===== src/padframe_pkg.sv =====
/*
 * padframe shared definitions
 * pad select codes, register map and the configuration word layout
 */

`default_nettype none

package padframe_pkg;

  localparam int unsigned CfgAddrWidth = 2;
  localparam int unsigned CfgDataWidth = 16;
  localparam int unsigned PadSelWidth  = 2;
  localparam int unsigned MaxMuxPads   = 8;

  // pad function codes
  typedef enum logic [PadSelWidth-1:0] {
    PAD_SEL_GPIO    = 2'd0,
    PAD_SEL_UART_TX = 2'd1,
    PAD_SEL_SPI_SCK = 2'd2,
    PAD_SEL_OFF     = 2'd3
  } pad_sel_e;

  ////////////////////
  // register map
  ////////////////////

  localparam logic [CfgAddrWidth-1:0] CfgAddrMuxSel = 2'd0;
  localparam logic [CfgAddrWidth-1:0] CfgAddrInMask = 2'd1;
  // addresses 2 and 3 unmapped

  // one config word, seen as pad selects or as the input-force mask
  typedef union packed {
    pad_sel_e [MaxMuxPads-1:0] sel;
    struct packed {
      logic [CfgDataWidth-MaxMuxPads-1:0] reserved;
      logic [MaxMuxPads-1:0]              force_in;
    } mask;
  } pad_cfg_word_u;

endpackage

`default_nettype wire


===== src/padframe_cfg_cdc.sv =====
/*
 * padframe config receiver
 * four-phase req/ack link into the reference clock domain,
 * one register access per handshake
 */

`timescale 1ns/10ps
`default_nettype none

module padframe_cfg_cdc (
  input  logic                                  ref_clk_i,
  input  logic                                  rst_n_i,
  // async four-phase side
  input  logic                                  cfg_req_i,
  input  logic [padframe_pkg::CfgAddrWidth-1:0] cfg_addr_i,
  input  logic                                  cfg_we_i,
  input  logic [padframe_pkg::CfgDataWidth-1:0] cfg_wdata_i,
  output logic                                  cfg_ack_o,
  output logic [padframe_pkg::CfgDataWidth-1:0] cfg_rdata_o,
  output logic                                  cfg_err_o,
  // register access side
  output logic                                  acc_valid_o,
  output logic [padframe_pkg::CfgAddrWidth-1:0] acc_addr_o,
  output logic                                  acc_we_o,
  output logic [padframe_pkg::CfgDataWidth-1:0] acc_wdata_o,
  input  logic [padframe_pkg::CfgDataWidth-1:0] acc_rdata_i,
  input  logic                                  acc_err_i
);

  localparam logic StIdle  = 1'b0;
  localparam logic StAcked = 1'b1;

  logic [1:0] req_sync_q;
  logic       req_sync;
  logic       state_q;
  logic       state_d;

  ////////////////////
  // req synchronizer
  ////////////////////

  always_ff @(posedge ref_clk_i or negedge rst_n_i) begin
    if (!rst_n_i) begin
      req_sync_q <= 2'b00;
    end else begin
      req_sync_q <= {req_sync_q[0], cfg_req_i};
    end
  end

  assign req_sync = req_sync_q[1];

  ////////////////////
  // ack FSM
  ////////////////////

  always_comb begin
    state_d     = state_q;
    acc_valid_o = 1'b0;
    case (state_q)
      StIdle: begin
        if (req_sync) begin
          // single access on first sight of req
          acc_valid_o = 1'b1;
          state_d     = StAcked;
        end
      end
      default: begin
        if (!req_sync) begin
          state_d = StIdle;
        end
      end
    endcase
  end

  always_ff @(posedge ref_clk_i or negedge rst_n_i) begin
    if (!rst_n_i) begin
      state_q <= StIdle;
    end else begin
      state_q <= state_d;
    end
  end

  assign cfg_ack_o = (state_q == StAcked);

  // bundled data stays stable from before req until ack
  assign acc_addr_o  = cfg_addr_i;
  assign acc_we_o    = cfg_we_i;
  assign acc_wdata_o = cfg_wdata_i;

  // response registers hold while ack is high
  always_ff @(posedge ref_clk_i or negedge rst_n_i) begin
    if (!rst_n_i) begin
      cfg_rdata_o <= '0;
      cfg_err_o   <= 1'b0;
    end else if (acc_valid_o) begin
      cfg_rdata_o <= acc_rdata_i;
      cfg_err_o   <= acc_err_i;
    end
  end

endmodule

`default_nettype wire


===== src/padframe_cfg_regs.sv =====
/*
 * padframe register file
 * pad select word and input-force mask, error on unmapped addresses
 */

`timescale 1ns/10ps
`default_nettype none

module padframe_cfg_regs #(
  parameter int unsigned NumMuxPads = 8
) (
  input  logic                                  ref_clk_i,
  input  logic                                  rst_n_i,
  input  logic                                  acc_valid_i,
  input  logic [padframe_pkg::CfgAddrWidth-1:0] acc_addr_i,
  input  logic                                  acc_we_i,
  input  logic [padframe_pkg::CfgDataWidth-1:0] acc_wdata_i,
  output logic [padframe_pkg::CfgDataWidth-1:0] acc_rdata_o,
  output logic                                  acc_err_o,
  output padframe_pkg::pad_cfg_word_u           pad_sel_o,
  output logic [NumMuxPads-1:0]                 in_mask_o
);

  import padframe_pkg::*;

  localparam int unsigned SelBits = NumMuxPads * PadSelWidth;
  // select fields of pads that exist
  localparam logic [CfgDataWidth-1:0] SelMask =
    {CfgDataWidth{1'b1}} >> (CfgDataWidth - SelBits);

  pad_cfg_word_u         sel_q;
  logic [NumMuxPads-1:0] mask_q;
  pad_cfg_word_u         wdata;
  pad_cfg_word_u         mask_rd;
  logic [CfgDataWidth-1:0] rd_value;

  assign wdata = acc_wdata_i;

  ////////////////////
  // read decode
  ////////////////////

  always_comb begin
    mask_rd               = '0;
    mask_rd.mask.force_in = MaxMuxPads'(mask_q);
    rd_value              = '0;
    acc_err_o             = 1'b0;
    case (acc_addr_i)
      CfgAddrMuxSel: rd_value = sel_q;
      CfgAddrInMask: rd_value = mask_rd;
      default:       acc_err_o = 1'b1;
    endcase
    // read data only on reads
    acc_rdata_o = acc_we_i ? '0 : rd_value;
  end

  ////////////////////
  // write
  ////////////////////

  always_ff @(posedge ref_clk_i or negedge rst_n_i) begin
    if (!rst_n_i) begin
      // all present pads off
      sel_q  <= SelMask;
      mask_q <= '0;
    end else if (acc_valid_i && acc_we_i) begin
      case (acc_addr_i)
        CfgAddrMuxSel: sel_q  <= acc_wdata_i & SelMask;
        CfgAddrInMask: mask_q <= wdata.mask.force_in[NumMuxPads-1:0];
        default: ;
      endcase
    end
  end

  assign pad_sel_o = sel_q;
  assign in_mask_o = mask_q;

endmodule

`default_nettype wire


===== src/padframe_pad_mux.sv =====
/*
 * padframe pad mux
 * routes GPIO, UART TX and SPI clock onto the muxed pads,
 * pad inputs back to GPIO
 */

`timescale 1ns/10ps
`default_nettype none

module padframe_pad_mux #(
  parameter int unsigned NumMuxPads = 8
) (
  input  padframe_pkg::pad_cfg_word_u pad_sel_i,
  input  logic [NumMuxPads-1:0]       in_mask_i,
  input  logic [NumMuxPads-1:0]       gpio_out_i,
  input  logic [NumMuxPads-1:0]       gpio_oe_i,
  input  logic                        uart_tx_i,
  input  logic                        spi_sck_i,
  input  logic [NumMuxPads-1:0]       pad_in_i,
  output logic [NumMuxPads-1:0]       pad_out_o,
  output logic [NumMuxPads-1:0]       pad_oe_o,
  output logic [NumMuxPads-1:0]       gpio_in_o
);

  import padframe_pkg::*;

  logic [NumMuxPads-1:0] drive_en;

  always_comb begin
    pad_out_o = '0;
    drive_en  = '0;
    gpio_in_o = '0;
    for (int unsigned i = 0; i < NumMuxPads; i++) begin
      case (pad_sel_i.sel[i])
        PAD_SEL_GPIO: begin
          pad_out_o[i] = gpio_out_i[i];
          drive_en[i]  = gpio_oe_i[i];
          gpio_in_o[i] = pad_in_i[i];
        end
        PAD_SEL_UART_TX: begin
          pad_out_o[i] = uart_tx_i;
          drive_en[i]  = 1'b1;
        end
        PAD_SEL_SPI_SCK: begin
          pad_out_o[i] = spi_sck_i;
          drive_en[i]  = 1'b1;
        end
        // off, pad undriven
        default: ;
      endcase
    end
  end

  // force to input, output value left as is
  assign pad_oe_o = drive_en & ~in_mask_i;

endmodule

`default_nettype wire


===== src/padframe_top.sv =====
/*
 * padframe top
 * config receiver, register file and pad mux
 */

`timescale 1ns/10ps
`default_nettype none

module padframe_top #(
  parameter int unsigned NumMuxPads = 8
) (
  input  logic                                  ref_clk_i,
  input  logic                                  rst_n_i,
  // config link
  input  logic                                  cfg_req_i,
  input  logic [padframe_pkg::CfgAddrWidth-1:0] cfg_addr_i,
  input  logic                                  cfg_we_i,
  input  logic [padframe_pkg::CfgDataWidth-1:0] cfg_wdata_i,
  output logic                                  cfg_ack_o,
  output logic [padframe_pkg::CfgDataWidth-1:0] cfg_rdata_o,
  output logic                                  cfg_err_o,
  // peripherals and pads
  input  logic [NumMuxPads-1:0]                 gpio_out_i,
  input  logic [NumMuxPads-1:0]                 gpio_oe_i,
  input  logic                                  uart_tx_i,
  input  logic                                  spi_sck_i,
  input  logic [NumMuxPads-1:0]                 pad_in_i,
  output logic [NumMuxPads-1:0]                 pad_out_o,
  output logic [NumMuxPads-1:0]                 pad_oe_o,
  output logic [NumMuxPads-1:0]                 gpio_in_o
);

  import padframe_pkg::*;

  logic                    acc_valid;
  logic [CfgAddrWidth-1:0] acc_addr;
  logic                    acc_we;
  logic [CfgDataWidth-1:0] acc_wdata;
  logic [CfgDataWidth-1:0] acc_rdata;
  logic                    acc_err;
  pad_cfg_word_u           pad_sel;
  logic [NumMuxPads-1:0]   in_mask;

  padframe_cfg_cdc u_cfg_cdc (
    .ref_clk_i   ( ref_clk_i   ),
    .rst_n_i     ( rst_n_i     ),
    .cfg_req_i   ( cfg_req_i   ),
    .cfg_addr_i  ( cfg_addr_i  ),
    .cfg_we_i    ( cfg_we_i    ),
    .cfg_wdata_i ( cfg_wdata_i ),
    .cfg_ack_o   ( cfg_ack_o   ),
    .cfg_rdata_o ( cfg_rdata_o ),
    .cfg_err_o   ( cfg_err_o   ),
    .acc_valid_o ( acc_valid   ),
    .acc_addr_o  ( acc_addr    ),
    .acc_we_o    ( acc_we      ),
    .acc_wdata_o ( acc_wdata   ),
    .acc_rdata_i ( acc_rdata   ),
    .acc_err_i   ( acc_err     )
  );

  padframe_cfg_regs #(
    .NumMuxPads ( NumMuxPads )
  ) u_cfg_regs (
    .ref_clk_i   ( ref_clk_i ),
    .rst_n_i     ( rst_n_i   ),
    .acc_valid_i ( acc_valid ),
    .acc_addr_i  ( acc_addr  ),
    .acc_we_i    ( acc_we    ),
    .acc_wdata_i ( acc_wdata ),
    .acc_rdata_o ( acc_rdata ),
    .acc_err_o   ( acc_err   ),
    .pad_sel_o   ( pad_sel   ),
    .in_mask_o   ( in_mask   )
  );

  padframe_pad_mux #(
    .NumMuxPads ( NumMuxPads )
  ) u_pad_mux (
    .pad_sel_i  ( pad_sel    ),
    .in_mask_i  ( in_mask    ),
    .gpio_out_i ( gpio_out_i ),
    .gpio_oe_i  ( gpio_oe_i  ),
    .uart_tx_i  ( uart_tx_i  ),
    .spi_sck_i  ( spi_sck_i  ),
    .pad_in_i   ( pad_in_i   ),
    .pad_out_o  ( pad_out_o  ),
    .pad_oe_o   ( pad_oe_o   ),
    .gpio_in_o  ( gpio_in_o  )
  );

endmodule

`default_nettype wire


===== config.mk =====
export PLATFORM = sky130hd
export DESIGN_NAME = padframe_top
export DESIGN_NICKNAME = d
export VERILOG_FILES = /design/src/padframe_pkg.sv /design/src/padframe_cfg_cdc.sv /design/src/padframe_cfg_regs.sv /design/src/padframe_pad_mux.sv /design/src/padframe_top.sv
export SDC_FILE = /design/constraint.sdc
export NUM_CORES = 1
export LEC_CHECK = 0
export ABC_AREA = 0
export BUFFER_PORTS_ARGS = -buffer_cell sky130_fd_sc_hd__buf_2
export CORE_ASPECT_RATIO = 2
export CORE_MARGIN = 3
export CORE_UTILIZATION = 55
export CTS_BUF_LIST = sky130_fd_sc_hd__clkbuf_8
export DETAILED_ROUTE_END_ITERATION = 10
export PLACE_DENSITY = 0.85
export SLEW_MARGIN = 40
export SYNTH_ARGS = -nofsm -noshare
export SYNTH_HDL_FRONTEND = slang
export SYNTH_SLANG_ARGS = --single-unit

===== constraint.sdc =====
create_clock -name ref_clk_i -period 5.7 [get_ports ref_clk_i]
set_clock_uncertainty 0.2 [all_clocks]
set_input_delay 0.285 -clock ref_clk_i [delete_from_list [all_inputs] [get_ports ref_clk_i]]
set_output_delay 0.285 -clock ref_clk_i [all_outputs]
set_load 0.03 [all_outputs]

---- Word-level counts from Yosys, hierarchy flattened ----
Index checks and enable logic that the tools add are counted.
cells by class
  equality and inequality tests ........... 17
  mux-type cells .......................... 29
  bitwise gates (word level) .............. 2
  reduce and logical (&&, ||, !) cells .... 21
operators by type and width
  cell                                                  count
  case mux 16 bit (2 select lines)                      1
  case mux 1 bit (3 select lines)                       8
  equality test 2 x 1 -> 1 bit (second input constant)  9
  zero test 2 bit                                       9
  OR reduction 2 bit                                    9
  equality test 2 bit (second input constant)           8
  two-way mux 16 bit                                    1
  case mux 1 bit (2 select lines)                       8
  two-way mux 1 bit                                     11
  bitwise AND 8 bit                                     1
  NOT 8 bit                                             1
  AND reduction 2 bit                                   2
  logical AND 1 bit                                     1
storage, ports and cells
  flip-flop bits (word level) ............. 44
  input port bits ......................... 48
  word-level logic and storage cells ...... 75

---- Longest topological paths before layout ----
Gate-level depths: netlist (run 1).
  word-level depth ........................ 4
  depth in mapped cells ................... 5

---- Hierarchy ----
Synthesis (run 1) repeated with hierarchy kept, for this count alone.
unflattened totals
  cell total of the unflattened synthesis .. 230
  area total of the unflattened synthesis .. 2751.4 µm²
by module, submodules not included
  module             times used  cells each  area an instance (µm²)  sequential area each (µm²)
  padframe_cfg_regs  1           81          1121.1                  620.6
  padframe_cfg_cdc   1           59          913.4                   500.5
  padframe_pad_mux   1           90          716.9                   0.0

---- Worst setup path before layout (run 1) ----
OpenSTA, ideal clock, no wires.
  path type ............................... register to output
  start ................................... register u_cfg_regs.sel_q, in the netlist u_cfg_regs.pad_sel_o[12]
  end ..................................... output pad_oe_o[6]
  data arrival time ....................... 1.551 ns
  data required time ...................... 5.215 ns
  path slack .............................. 3.664 ns
  cell stages (with the launch flop) ...... 5
  buffers on the path ..................... 0
  cell sequence ........................... dfstp_2 > inv_1 > ha_1 > a21oi_1 > nor3_1
between the ends
  cells in the longest elaborated chain, start to end .. 4
ends and longest elaborated chain
  element                                                              RTL line                 RTL
  start: declaration                                                   padframe_cfg_regs.sv:31  pad_cfg_word_u sel_q;
  start signal: assignment                                             padframe_cfg_regs.sv:64  sel_q <= SelMask;
  start signal: assignment                                             padframe_cfg_regs.sv:68  CfgAddrMuxSel: sel_q <= acc_wdata_i & SelMask;
  equality test 2 x 1 -> 1 bit or equality test 2 bit (tied branches)  padframe_pad_mux.sv:34   case (pad_sel_i.sel[i])
  OR reduction 2 bit (no source line)                                  n/a
  case mux 1 bit (2 select lines) *                                    padframe_pad_mux.sv:34
  bitwise AND 8 bit *                                                  padframe_pad_mux.sv:55   assign pad_oe_o = drive_en & ~in_mask_i;
  end: declaration                                                     padframe_top.sv:29       output logic [NumMuxPads-1:0] pad_oe_o,
Every way passes the cells marked *; elsewhere a longest branch is shown, timed or not.

---- Final worst setup path (run 1) ----
  start ................................... register u_cfg_regs.sel_q, in the netlist u_cfg_regs.pad_sel_o[5]
  end ..................................... output pad_out_o[2]
between the ends
  cells in the longest elaborated chain, start to end .. 2
ends and longest elaborated chain
  element                                            RTL line                RTL
  equality test 2 bit, or another cell as far along  padframe_pad_mux.sv:34
  case mux 1 bit (3 select lines) *                  padframe_pad_mux.sv:34
  end: declaration                                   padframe_top.sv:28      output logic [NumMuxPads-1:0] pad_out_o,
Marked as above.

==> results of run 1 <==
## flip-flops by register name, summed over array words and instances, names as in the netlist
name,count
u_cfg_cdc.cfg_ack_o,1
u_cfg_cdc.cfg_rdata_o,16
u_cfg_cdc.req_sync_q,2
u_cfg_cdc.cfg_err_o,1
u_cfg_regs.pad_sel_o,16
u_cfg_regs.in_mask_o,8
## cells by family after synthesis
| family | count (synthesis) | synth area share [%] |
|---|---|---|
| flip-flops | 44 | 45.3 |
| AND/OR/NAND/NOR | 38 | 8.35 |
| multiplexers | 33 | 16.1 |
| AO/OA/AOI/OAI | 32 | 9.31 |
| adder cells (fa/ha/maj) | 32 | 16.2 |
| buffers and inverters | 24 | 4.70 |
## through the flow
stage / area [sq um] / utilization (%) / instances / hold WS (ps)
6_report: 3080 / 73.1 / 346 / 16.4
5_1_grt: 3080 / 73.1 / 346 / 7.58
4_1_cts: 3080 / 73.1 / 346 / 10.3
3_5_place_dp: 2930 / 69.6 / 336 / 96.4
3_3_place_gp: 2930 / 69.5 / 336 / 136
2_1_floorplan: 2470 / - / 203 / -211
## report_power, final
| part | switching [mW] | internal (mW) | total (mW) |
|---|---|---|---|
| logic | 0.248 | 0.165 | 0.413 |
| clock network | 0.102 | 0.155 | 0.257 |
| registers | 0.0598 | 0.382 | 0.442 |
| total | 0.410 | 0.702 | 1.11 |
## cell type report
cell class / instances / area share (%)
inverters: 16 / 1.95
well taps: 52 / 2.11
repair buffers: 91 / 15.2
clock inverters: 1 / 0.976
multi-input cells: 135 / 40.2
flip-flops and latches: 44 / 36.4
clock buffers: 7 / 3.13
## layer usage
metal  vias to the layer above  track usage, %  wire, um
li1                        897               -         -
met5                         -               0         0
met4                         0            9.65       128
met3                        13            5.63       338
met1                       931            25.3      1980
met2                        65            41.8      3290
## placed cells by master (no fill, tap or decap)
cell type | synthesis | routed
or4b_2 | 0 | 1
and2_1 | 8 | 8
nor2_1 | 8 | 8
dlygate4sd3_1 | 0 | 2
nor4_2 | 1 | 1
bufinv_16 | 0 | 1
a21oi_1 | 8 | 8
a22o_1 | 8 | 8
or3_1 | 1 | 1
mux2i_1 | 8 | 8
ha_1 | 32 | 32
a222oi_1 | 8 | 8
nand2_1 | 9 | 9
nor3_1 | 8 | 8
nand2b_4 | 1 | 1
dfrtp_1 | 28 | 28
nor3_2 | 1 | 1
buf_2 | 2 | 88
dfstp_2 | 16 | 16
mux2_2 | 15 | 15
inv_1 | 16 | 16
buf_4 | 0 | 1
mux2_4 | 10 | 10
o21ai_0 | 8 | 8
clkbuf_8 | 0 | 7
## worst max-delay path, stage by stage, from the launching register on
cell	delay [ps]
dfstp_2	590
inv_1	80
ha_1	180
a222oi_1	370
nor2_1	70
buf_2	180
## worst paths after layout
path	endpoint	slack (ps)	from	depth (start not counted)
setup / recovery	pad_out_o[2]	3440	u_cfg_regs.pad_sel_o[5]$_DFFE_PN1P_	5
hold / removal	u_cfg_regs.pad_sel_o[8]$_DFFE_PN1P_	20	cfg_wdata_i[8]	2
setup reg to reg	u_cfg_regs.pad_sel_o[6]$_DFFE_PN1P_	3440	u_cfg_cdc.cfg_ack_o$_DFF_PN0_	3
hold reg to reg	u_cfg_cdc.req_sync_q[1]$_DFF_PN0_	150	u_cfg_cdc.req_sync_q[0]$_DFF_PN0_	0
max in group asynchronous	u_cfg_regs.pad_sel_o[0]$_DFFE_PN1P_	4610	rst_n_i	2
min in group asynchronous	u_cfg_cdc.cfg_rdata_o[15]$_DFFE_PN0P_	300	rst_n_i	2
==> results.cfg, run 1 <==
[placement]
place_ws_ps = 3420
gp_congestion = 0.771
io_buffer_count = 89
hpwl_um = 4510

[outcome]
status = finished clean

[sta]
setup_violations = 0
slew_headroom_pct = 48.5
fin_crit_ps = 2260
rsz0062_at_grt = false
fmax_mhz = 443
fin_crit_sh_pct = 39.6
hold_viol_final = 0
tightest_slew_ps = 766
slew_violations = 0
tns_ps = 0
fin_ws_ps = 3440

[synth]
ys_seq_area_share_pct = 45.3
yosysTopAreaCellShare_pct = 28.3
synth_top_area_cell = dfrtp_1
synth_warnings = 0
synth-main-ff-cell = dfrtp_1
syn-cell-area_sq_um = 2470
synth_common_cells = ha_1 (32), dfrtp_1 (28), dfstp_2 (16), inv_1 (16), mux2_2 (15)
synth_nets = 283
synth_edf_count = 0
synth_cell_types = 24
ys_ff_latch = 44
yosysMostFrequentCell = ha_1
async_reset_ff_share_pct = 100
synth.top_cells.by_area = dfrtp_1 (28%), dfstp_2 (17%), ha_1 (16%)
syn_area_per_cell_sq_um = 12.2
syn_inst = 203

[cts]
cts_root_buf = clkbuf_8
clk_pin_slew_worst_paths_ps = 80
clk_path_buf_depth = 2
cts-resized-gates = 0
numCtsBuffers = 5
clock-sinks = 44
cts_setup_buffers = 0
cts_tree = built
clk_latency_ps = 300
cts-htree-levels = 2
cts_hold_buf = 2

[floorplan]
num_io_pins = 90
die_x_um = 53.4
die_h_um = 101
fp.dieArea_sq_um = 5390
start_util_pct = 58.7
coreArea_sq_um = 4210
num_rows = 33

[layout]
nFillCells = 334
drive_gt1_share_pct = 48.3
antenna_cells = 0
syn2layout_area_growth_pct = 24.4
finalNetCount = 373
regArea_sq_um = 1120
multi_input_area_sq_um = 1240

[power_and_ir_drop]
p_leak_nw = 1.66
ir_worst_vdd_uv = 247
power_density_nw_per_um2 = 361
finalPower_mw = 1.11

[routing]
num_vias = 1906
drtPass1Iterations = 5
totalWireLength_um = 5740
antenna_left = 0
drc = 0
wl_per_cell_um = 16.6
initialDrtViolationCount = 45
viasPerCell = 5.51

[global_route]
antenna_found_initial = 0
grt_overflow = 0
grt_max_degree = 45
grt_use_total_pct = 23.5
first_global_vias = 1951
grt_pass1_wl_um = 9260

[setup_path]
crit_type = reg -> out
critPathRequiredTime_ps = 5220
arrival_ps = 1770
end_kind = output port
startpoint_type = flip-flop
crit_fanout = 5

[hold_path]
hp-class = in -> reg

[run]
max_cap_viol_count = 0
Power figures use the tool's default switching activity.
==> inputs of run 2 (changes only) <==
- CORE_UTILIZATION: 55 -> 51
- PLACE_DENSITY: 0.85 -> 0.8
- clock period: 5.7 -> 2.3 ns (I/O delays scaled with it)
==> run 2 against run 1 <==
Effect of this change:
- final cell count increased by 6.9%
- critical endpoint is now pad_out_o[3]
- design area grew 6.6%
- combinational power increased to 2.5 times the previous value
- critical path type unchanged
- critical path depth unchanged
- first-iteration DRC count grew 58%
- highest routed layer unchanged
- setup slack lost 3200 ps
- wire length grew 3.8%
==> results.cfg, run 2 (synthesis gave the netlist of run 1 again) <==
[outcome]
status = finished clean

[layout]
finalNetCount = 394
syn2layout_area_growth_pct = 32.6
multi_input_area_sq_um = 1240
mostFrequentLayoutCells = buf_2 (88), ha_1 (32), dfrtp_1 (28)
drive_gt1_share_pct = 46.0
antenna_cells = 0
nFillCells = 355
layout_commonest_cell = buf_2
regArea_sq_um = 1120

[cts]
cts-htree-levels = 2
cts_tree = built
clk_latency_ps = 290
clock-sinks = 44
clk_path_buf_depth = 2
clk_pin_slew_worst_paths_ps = 80
cts_setup_buffers = 0
cts_root_buf = clkbuf_8
cts-resized-gates = 0
numCtsBuffers = 5

[sta]
slew_violations = 0
hold_viol_final = 0
tightest_slew_ps = 715
rsz0062_at_grt = false
fmax_mhz = 484
fin_ws_ps = 233
fin_crit_sh_pct = 89.9
tns_ps = 0
slew_headroom_pct = 51.9
fin_crit_ps = 2070
setup_violations = 0

[run]
max_cap_viol_count = 0

[power_and_ir_drop]
ir_worst_vdd_uv = 842
p_int_mw = 1.76
p_leak_nw = 1.75
seqPwrFrac_pct = 39.4
p_comb_share_pct = 38.0
power_density_nw_per_um2 = 846
p_sw_mw = 1.02
power_frac_clock_pct = 22.7
switching_share_pct = 36.6

[setup_path]
crit_type = reg -> out
end_kind = output port
startpoint_type = flip-flop
arrival_ps = 1750
cp_slowest_cell = dfstp_2
critPathRequiredTime_ps = 1990
crit_fanout = 5
path_cells = inv_1, ha_1, a222oi_1, nor2_1, buf_2
slowest_delay_ps = 600

[global_route]
grt_overflow = 0
grt_use_total_pct = 21.4
antenna_found_initial = 0
first_global_vias = 2046
grt_pass1_wl_um = 9770
grt_max_degree = 45

[floorplan]
die_x_um = 55.2
die_h_um = 104
coreArea_sq_um = 4640
fp.dieArea_sq_um = 5770
start_util_pct = 53.3
num_rows = 35
num_io_pins = 90

[routing]
drtPass1Iterations = 4
drc = 0
antenna_left = 0
viasPerCell = 5.31
initialDrtViolationCount = 71
wl_per_cell_um = 16.1
totalWireLength_um = 5960
num_vias = 1966

[placement]
hpwl_um = 4510
place_ws_ps = 499
io_buffer_count = 89
gp_congestion = 0.804

[hold_path]
hp-class = in -> reg
## run 2: cell types whose count changed in the layout (fill, tap and decap cells not counted), sizes merged
cell / change
dlygate4sd3: +17
buf: +4
## run 2: final timing paths
| check | slack (ps) | from | cells past startpoint | to |
|---|---|---|---|---|
| max in group asynchronous | 1370 | rst_n_i | 2 | u_cfg_regs.pad_sel_o[1]$_DFFE_PN1P_ |
| min | 60 | cfg_we_i | 3 | u_cfg_cdc.cfg_rdata_o[8]$_DFFE_PN0P_ |
| min in group asynchronous | 150 | rst_n_i | 2 | u_cfg_cdc.cfg_err_o$_DFFE_PN0P_ |
| max | 230 | u_cfg_regs.pad_sel_o[6]$_DFFE_PN1P_ | 5 | pad_out_o[3] |
| max reg2reg | 490 | u_cfg_cdc.cfg_ack_o$_DFF_PN0_ | 4 | u_cfg_regs.pad_sel_o[14]$_DFFE_PN1P_ |
| min reg2reg | 150 | u_cfg_cdc.req_sync_q[0]$_DFF_PN0_ | 0 | u_cfg_cdc.req_sync_q[1]$_DFF_PN0_ |
## run 2: per-layer routing
layer / global-route usage [%] / vias to the layer above / share of wire [%]
li1: - / 937 / -
met5: 0 / - / 0
met3: 5.59 / 8 / 5.3
met2: 40.4 / 64 / 58
met1: 22.1 / 957 / 35
met4: 7.30 / 0 / 1.7
## run 2: final cells by class
type / count / share of cell area, %
clock buffers: 7 / 2.94
clock inverters: 1 / 0.915
inverters: 16 / 1.83
multi-input cells: 135 / 37.7
flip-flops and latches: 44 / 34.2
well taps: 55 / 2.10
repair buffers: 112 / 20.4
## run 2: timing repair
item,in CTS,in global routing
endpoints found under the hold margin,70,0
hold buffers,19,0
endpoints found under the setup margin,0,0
## run 2: critical path: cells and delay by family (launching register included)
family                   cells  cell delay [ps]
AO/OA/AOI/OAI                1              310
adder cells (fa/ha/maj)      1              220
buffers and inverters        2              260
flip-flops                   1              600
AND/OR/NAND/NOR              1               60
## run 2: through the flow
stage	power (mW)	utilization, %	instances	cell area, sq um	hold slack (ps)
final	2.78	70.7	370	3280	61.9
after detailed placement	2.13	63.9	343	2960	-69.8
after CTS	2.80	70.7	370	3280	46.3
after global placement	2.09	63.8	343	2960	38.9
after floorplan	1.82	-	203	2470	-381
after global routing	2.94	70.7	370	3280	54.9
## run 2: power groups by stage
stage / sequential, mW / combinational, mW / clock (mW)
finish: 1.09 / 1.05 / 0.630
global route: 1.11 / 1.15 / 0.676
CTS: 1.09 / 1.06 / 0.645
detailed placement: 1.10 / 1.03 / 0
global placement: 1.10 / 0.993 / 0
floorplan: 1.10 / 0.719 / 0
==> inputs of run 3 (changes only) <==
- CORE_ASPECT_RATIO: 2 -> 0.9
- SLEW_MARGIN: 40 -> not set
==> run 3 against run 2 <==
Effect of this change:
- register-to-register slack is essentially flat
- utilization grew 0.53 points
- non-clock buffer count grew 1
- power shrank 5.4%
- first-iteration DRC count grew 55%
- fmax shrank 0.42%
- sequential share of layout area grew 0.24 points
- design area shrank 0.69%
- final cell count grew 2.2%
- combinational power is essentially flat
- global-route usage shrank 0.077 points
- critical path type unchanged
==> results.cfg, run 3 (synthesis gave the netlist of run 1 again) <==
[outcome]
status = finished clean

[layout]
finalNetCount = 395
stdcell_area_sq_um = 3260
final_cells = 378
antenna_cells = 0
drive_gt1_share_pct = 45.6
nFillCells = 337
syn2layout_area_growth_pct = 31.7
layout_commonest_cell = buf_2
mostFrequentLayoutCells = buf_2 (89), ha_1 (32), dfrtp_1 (28)
utilization_pct = 71.2

[placement]
io_buffer_count = 89
gp_congestion = 0.754
dpl_cell_area_sq_um = 2980
place_inst = 351
place_ws_ps = 503
hpwl_um = 4260

[sta]
tns_ps = 0
fin_ws_ps = 224
rsz0062_at_grt = false
tightest_slew_ps = 927
setup_violations = 0
fmax_mhz = 482
slew_headroom_pct = 38.2
slew_violations = 0
fin_crit_ps = 2080
hold_viol_final = 0
fin_crit_sh_pct = 90.3
hold_slack_ps = 50.8

[cts]
clock-sinks = 44
clk_pin_slew_worst_paths_ps = 80
clk_path_buf_depth = 2
numCtsBuffers = 5
cts_root_buf = clkbuf_8
cts_tree = built
cts-resized-gates = 0
cts-htree-levels = 2
clk_latency_ps = 290

[global_route]
antenna_found_initial = 0
grt_max_degree = 45
grt_overflow = 0
first_global_vias = 2004
grt_use_total_pct = 21.4
grt_pass1_wl_um = 9450

[power_and_ir_drop]
p_leak_nw = 1.75
ir_worst_vdd_uv = 434
finalPower_mw = 2.63
power_density_nw_per_um2 = 806

[setup_path]
ff2ff_setup_slack_ps = 490
r2r_cells = 4
critPathRequiredTime_ps = 1990
crit_type = reg -> out
arrival_ps = 1760
end_kind = output port
startpoint_type = flip-flop
crit_fanout = 5

[routing]
num_vias = 1975
totalWireLength_um = 5910
viasPerCell = 5.22
drc = 0
initialDrtViolationCount = 110
drtPass1Iterations = 4
antenna_left = 0
wl_per_cell_um = 15.6

[floorplan]
fp.dieArea_sq_um = 5720
num_io_pins = 90
coreArea_sq_um = 4580
num_rows = 23
start_util_pct = 54.1
die_h_um = 72.1
die_x_um = 79.4

[run]
max_cap_viol_count = 0

[hold_path]
min_path_cells = 3
hp-class = in -> reg
==> run 3: final cells by class <==
cell class                      instances  area [sq um]  area share (%)
Sequential cell                        44          1120            34.4
Multi-Input combinational cell        135          1240            37.9
Clock inverter                          2          7.51           0.230
Clock buffer                            6          82.6            2.53
Timing Repair Buffer                  113           673            20.7
Tap cell                               62          77.6            2.38
Inverter                               16          60.1            1.84
==> run 3: path summary, 6_finish.rpt <==
check | end | startpoint
min in group asynchronous | u_cfg_regs.in_mask_o[2]$_DFFE_PN0P_ | rst_n_i
worst max register to register | u_cfg_regs.pad_sel_o[13]$_DFFE_PN1P_ | u_cfg_cdc.cfg_ack_o$_DFF_PN0_
worst max-delay path | pad_out_o[3] | u_cfg_regs.pad_sel_o[6]$_DFFE_PN1P_
worst min-delay path | u_cfg_cdc.cfg_rdata_o[14]$_DFFE_PN0P_ | cfg_we_i
worst min register to register | u_cfg_cdc.req_sync_q[1]$_DFF_PN0_ | u_cfg_cdc.req_sync_q[0]$_DFF_PN0_
max in group asynchronous | u_cfg_cdc.cfg_rdata_o[12]$_DFFE_PN0P_ | rst_n_i
==> run 3: per-layer routing <==
| metal | track usage [%] | wire, um | up-vias |
|---|---|---|---|
| met1 | 27.0 | 2590 | 943 |
| met2 | 37.1 | 2840 | 81 |
| li1 | - | - | 940 |
| met4 | 7.06 | 111 | 0 |
| met5 | 0 | 0 | - |
| met3 | 4.09 | 370 | 11 |
==> run 3: worst max-delay path: stages, from the launching register on <==
cell	delay [ps]
dfstp_2	580
inv_1	70
ha_1	220
a222oi_1	330
nor2_1	80
buf_2	180
==> run 3: what timing repair did <==
| item | 4_1_cts | 5_1_grt |
|---|---|---|
| hold buffers | 19 | 0 |
| buffers inserted | 0 | 0 |
| endpoints found under the hold margin | 54 | 0 |
==> run 3: report_power, final <==
part	total [mW]	leakage [nW]	switching, mW	internal [mW]
Combinational	1.05	1.16	0.624	0.431
Clock	0.479	0.0538	0.243	0.236
Sequential	1.09	0.532	0.145	0.947
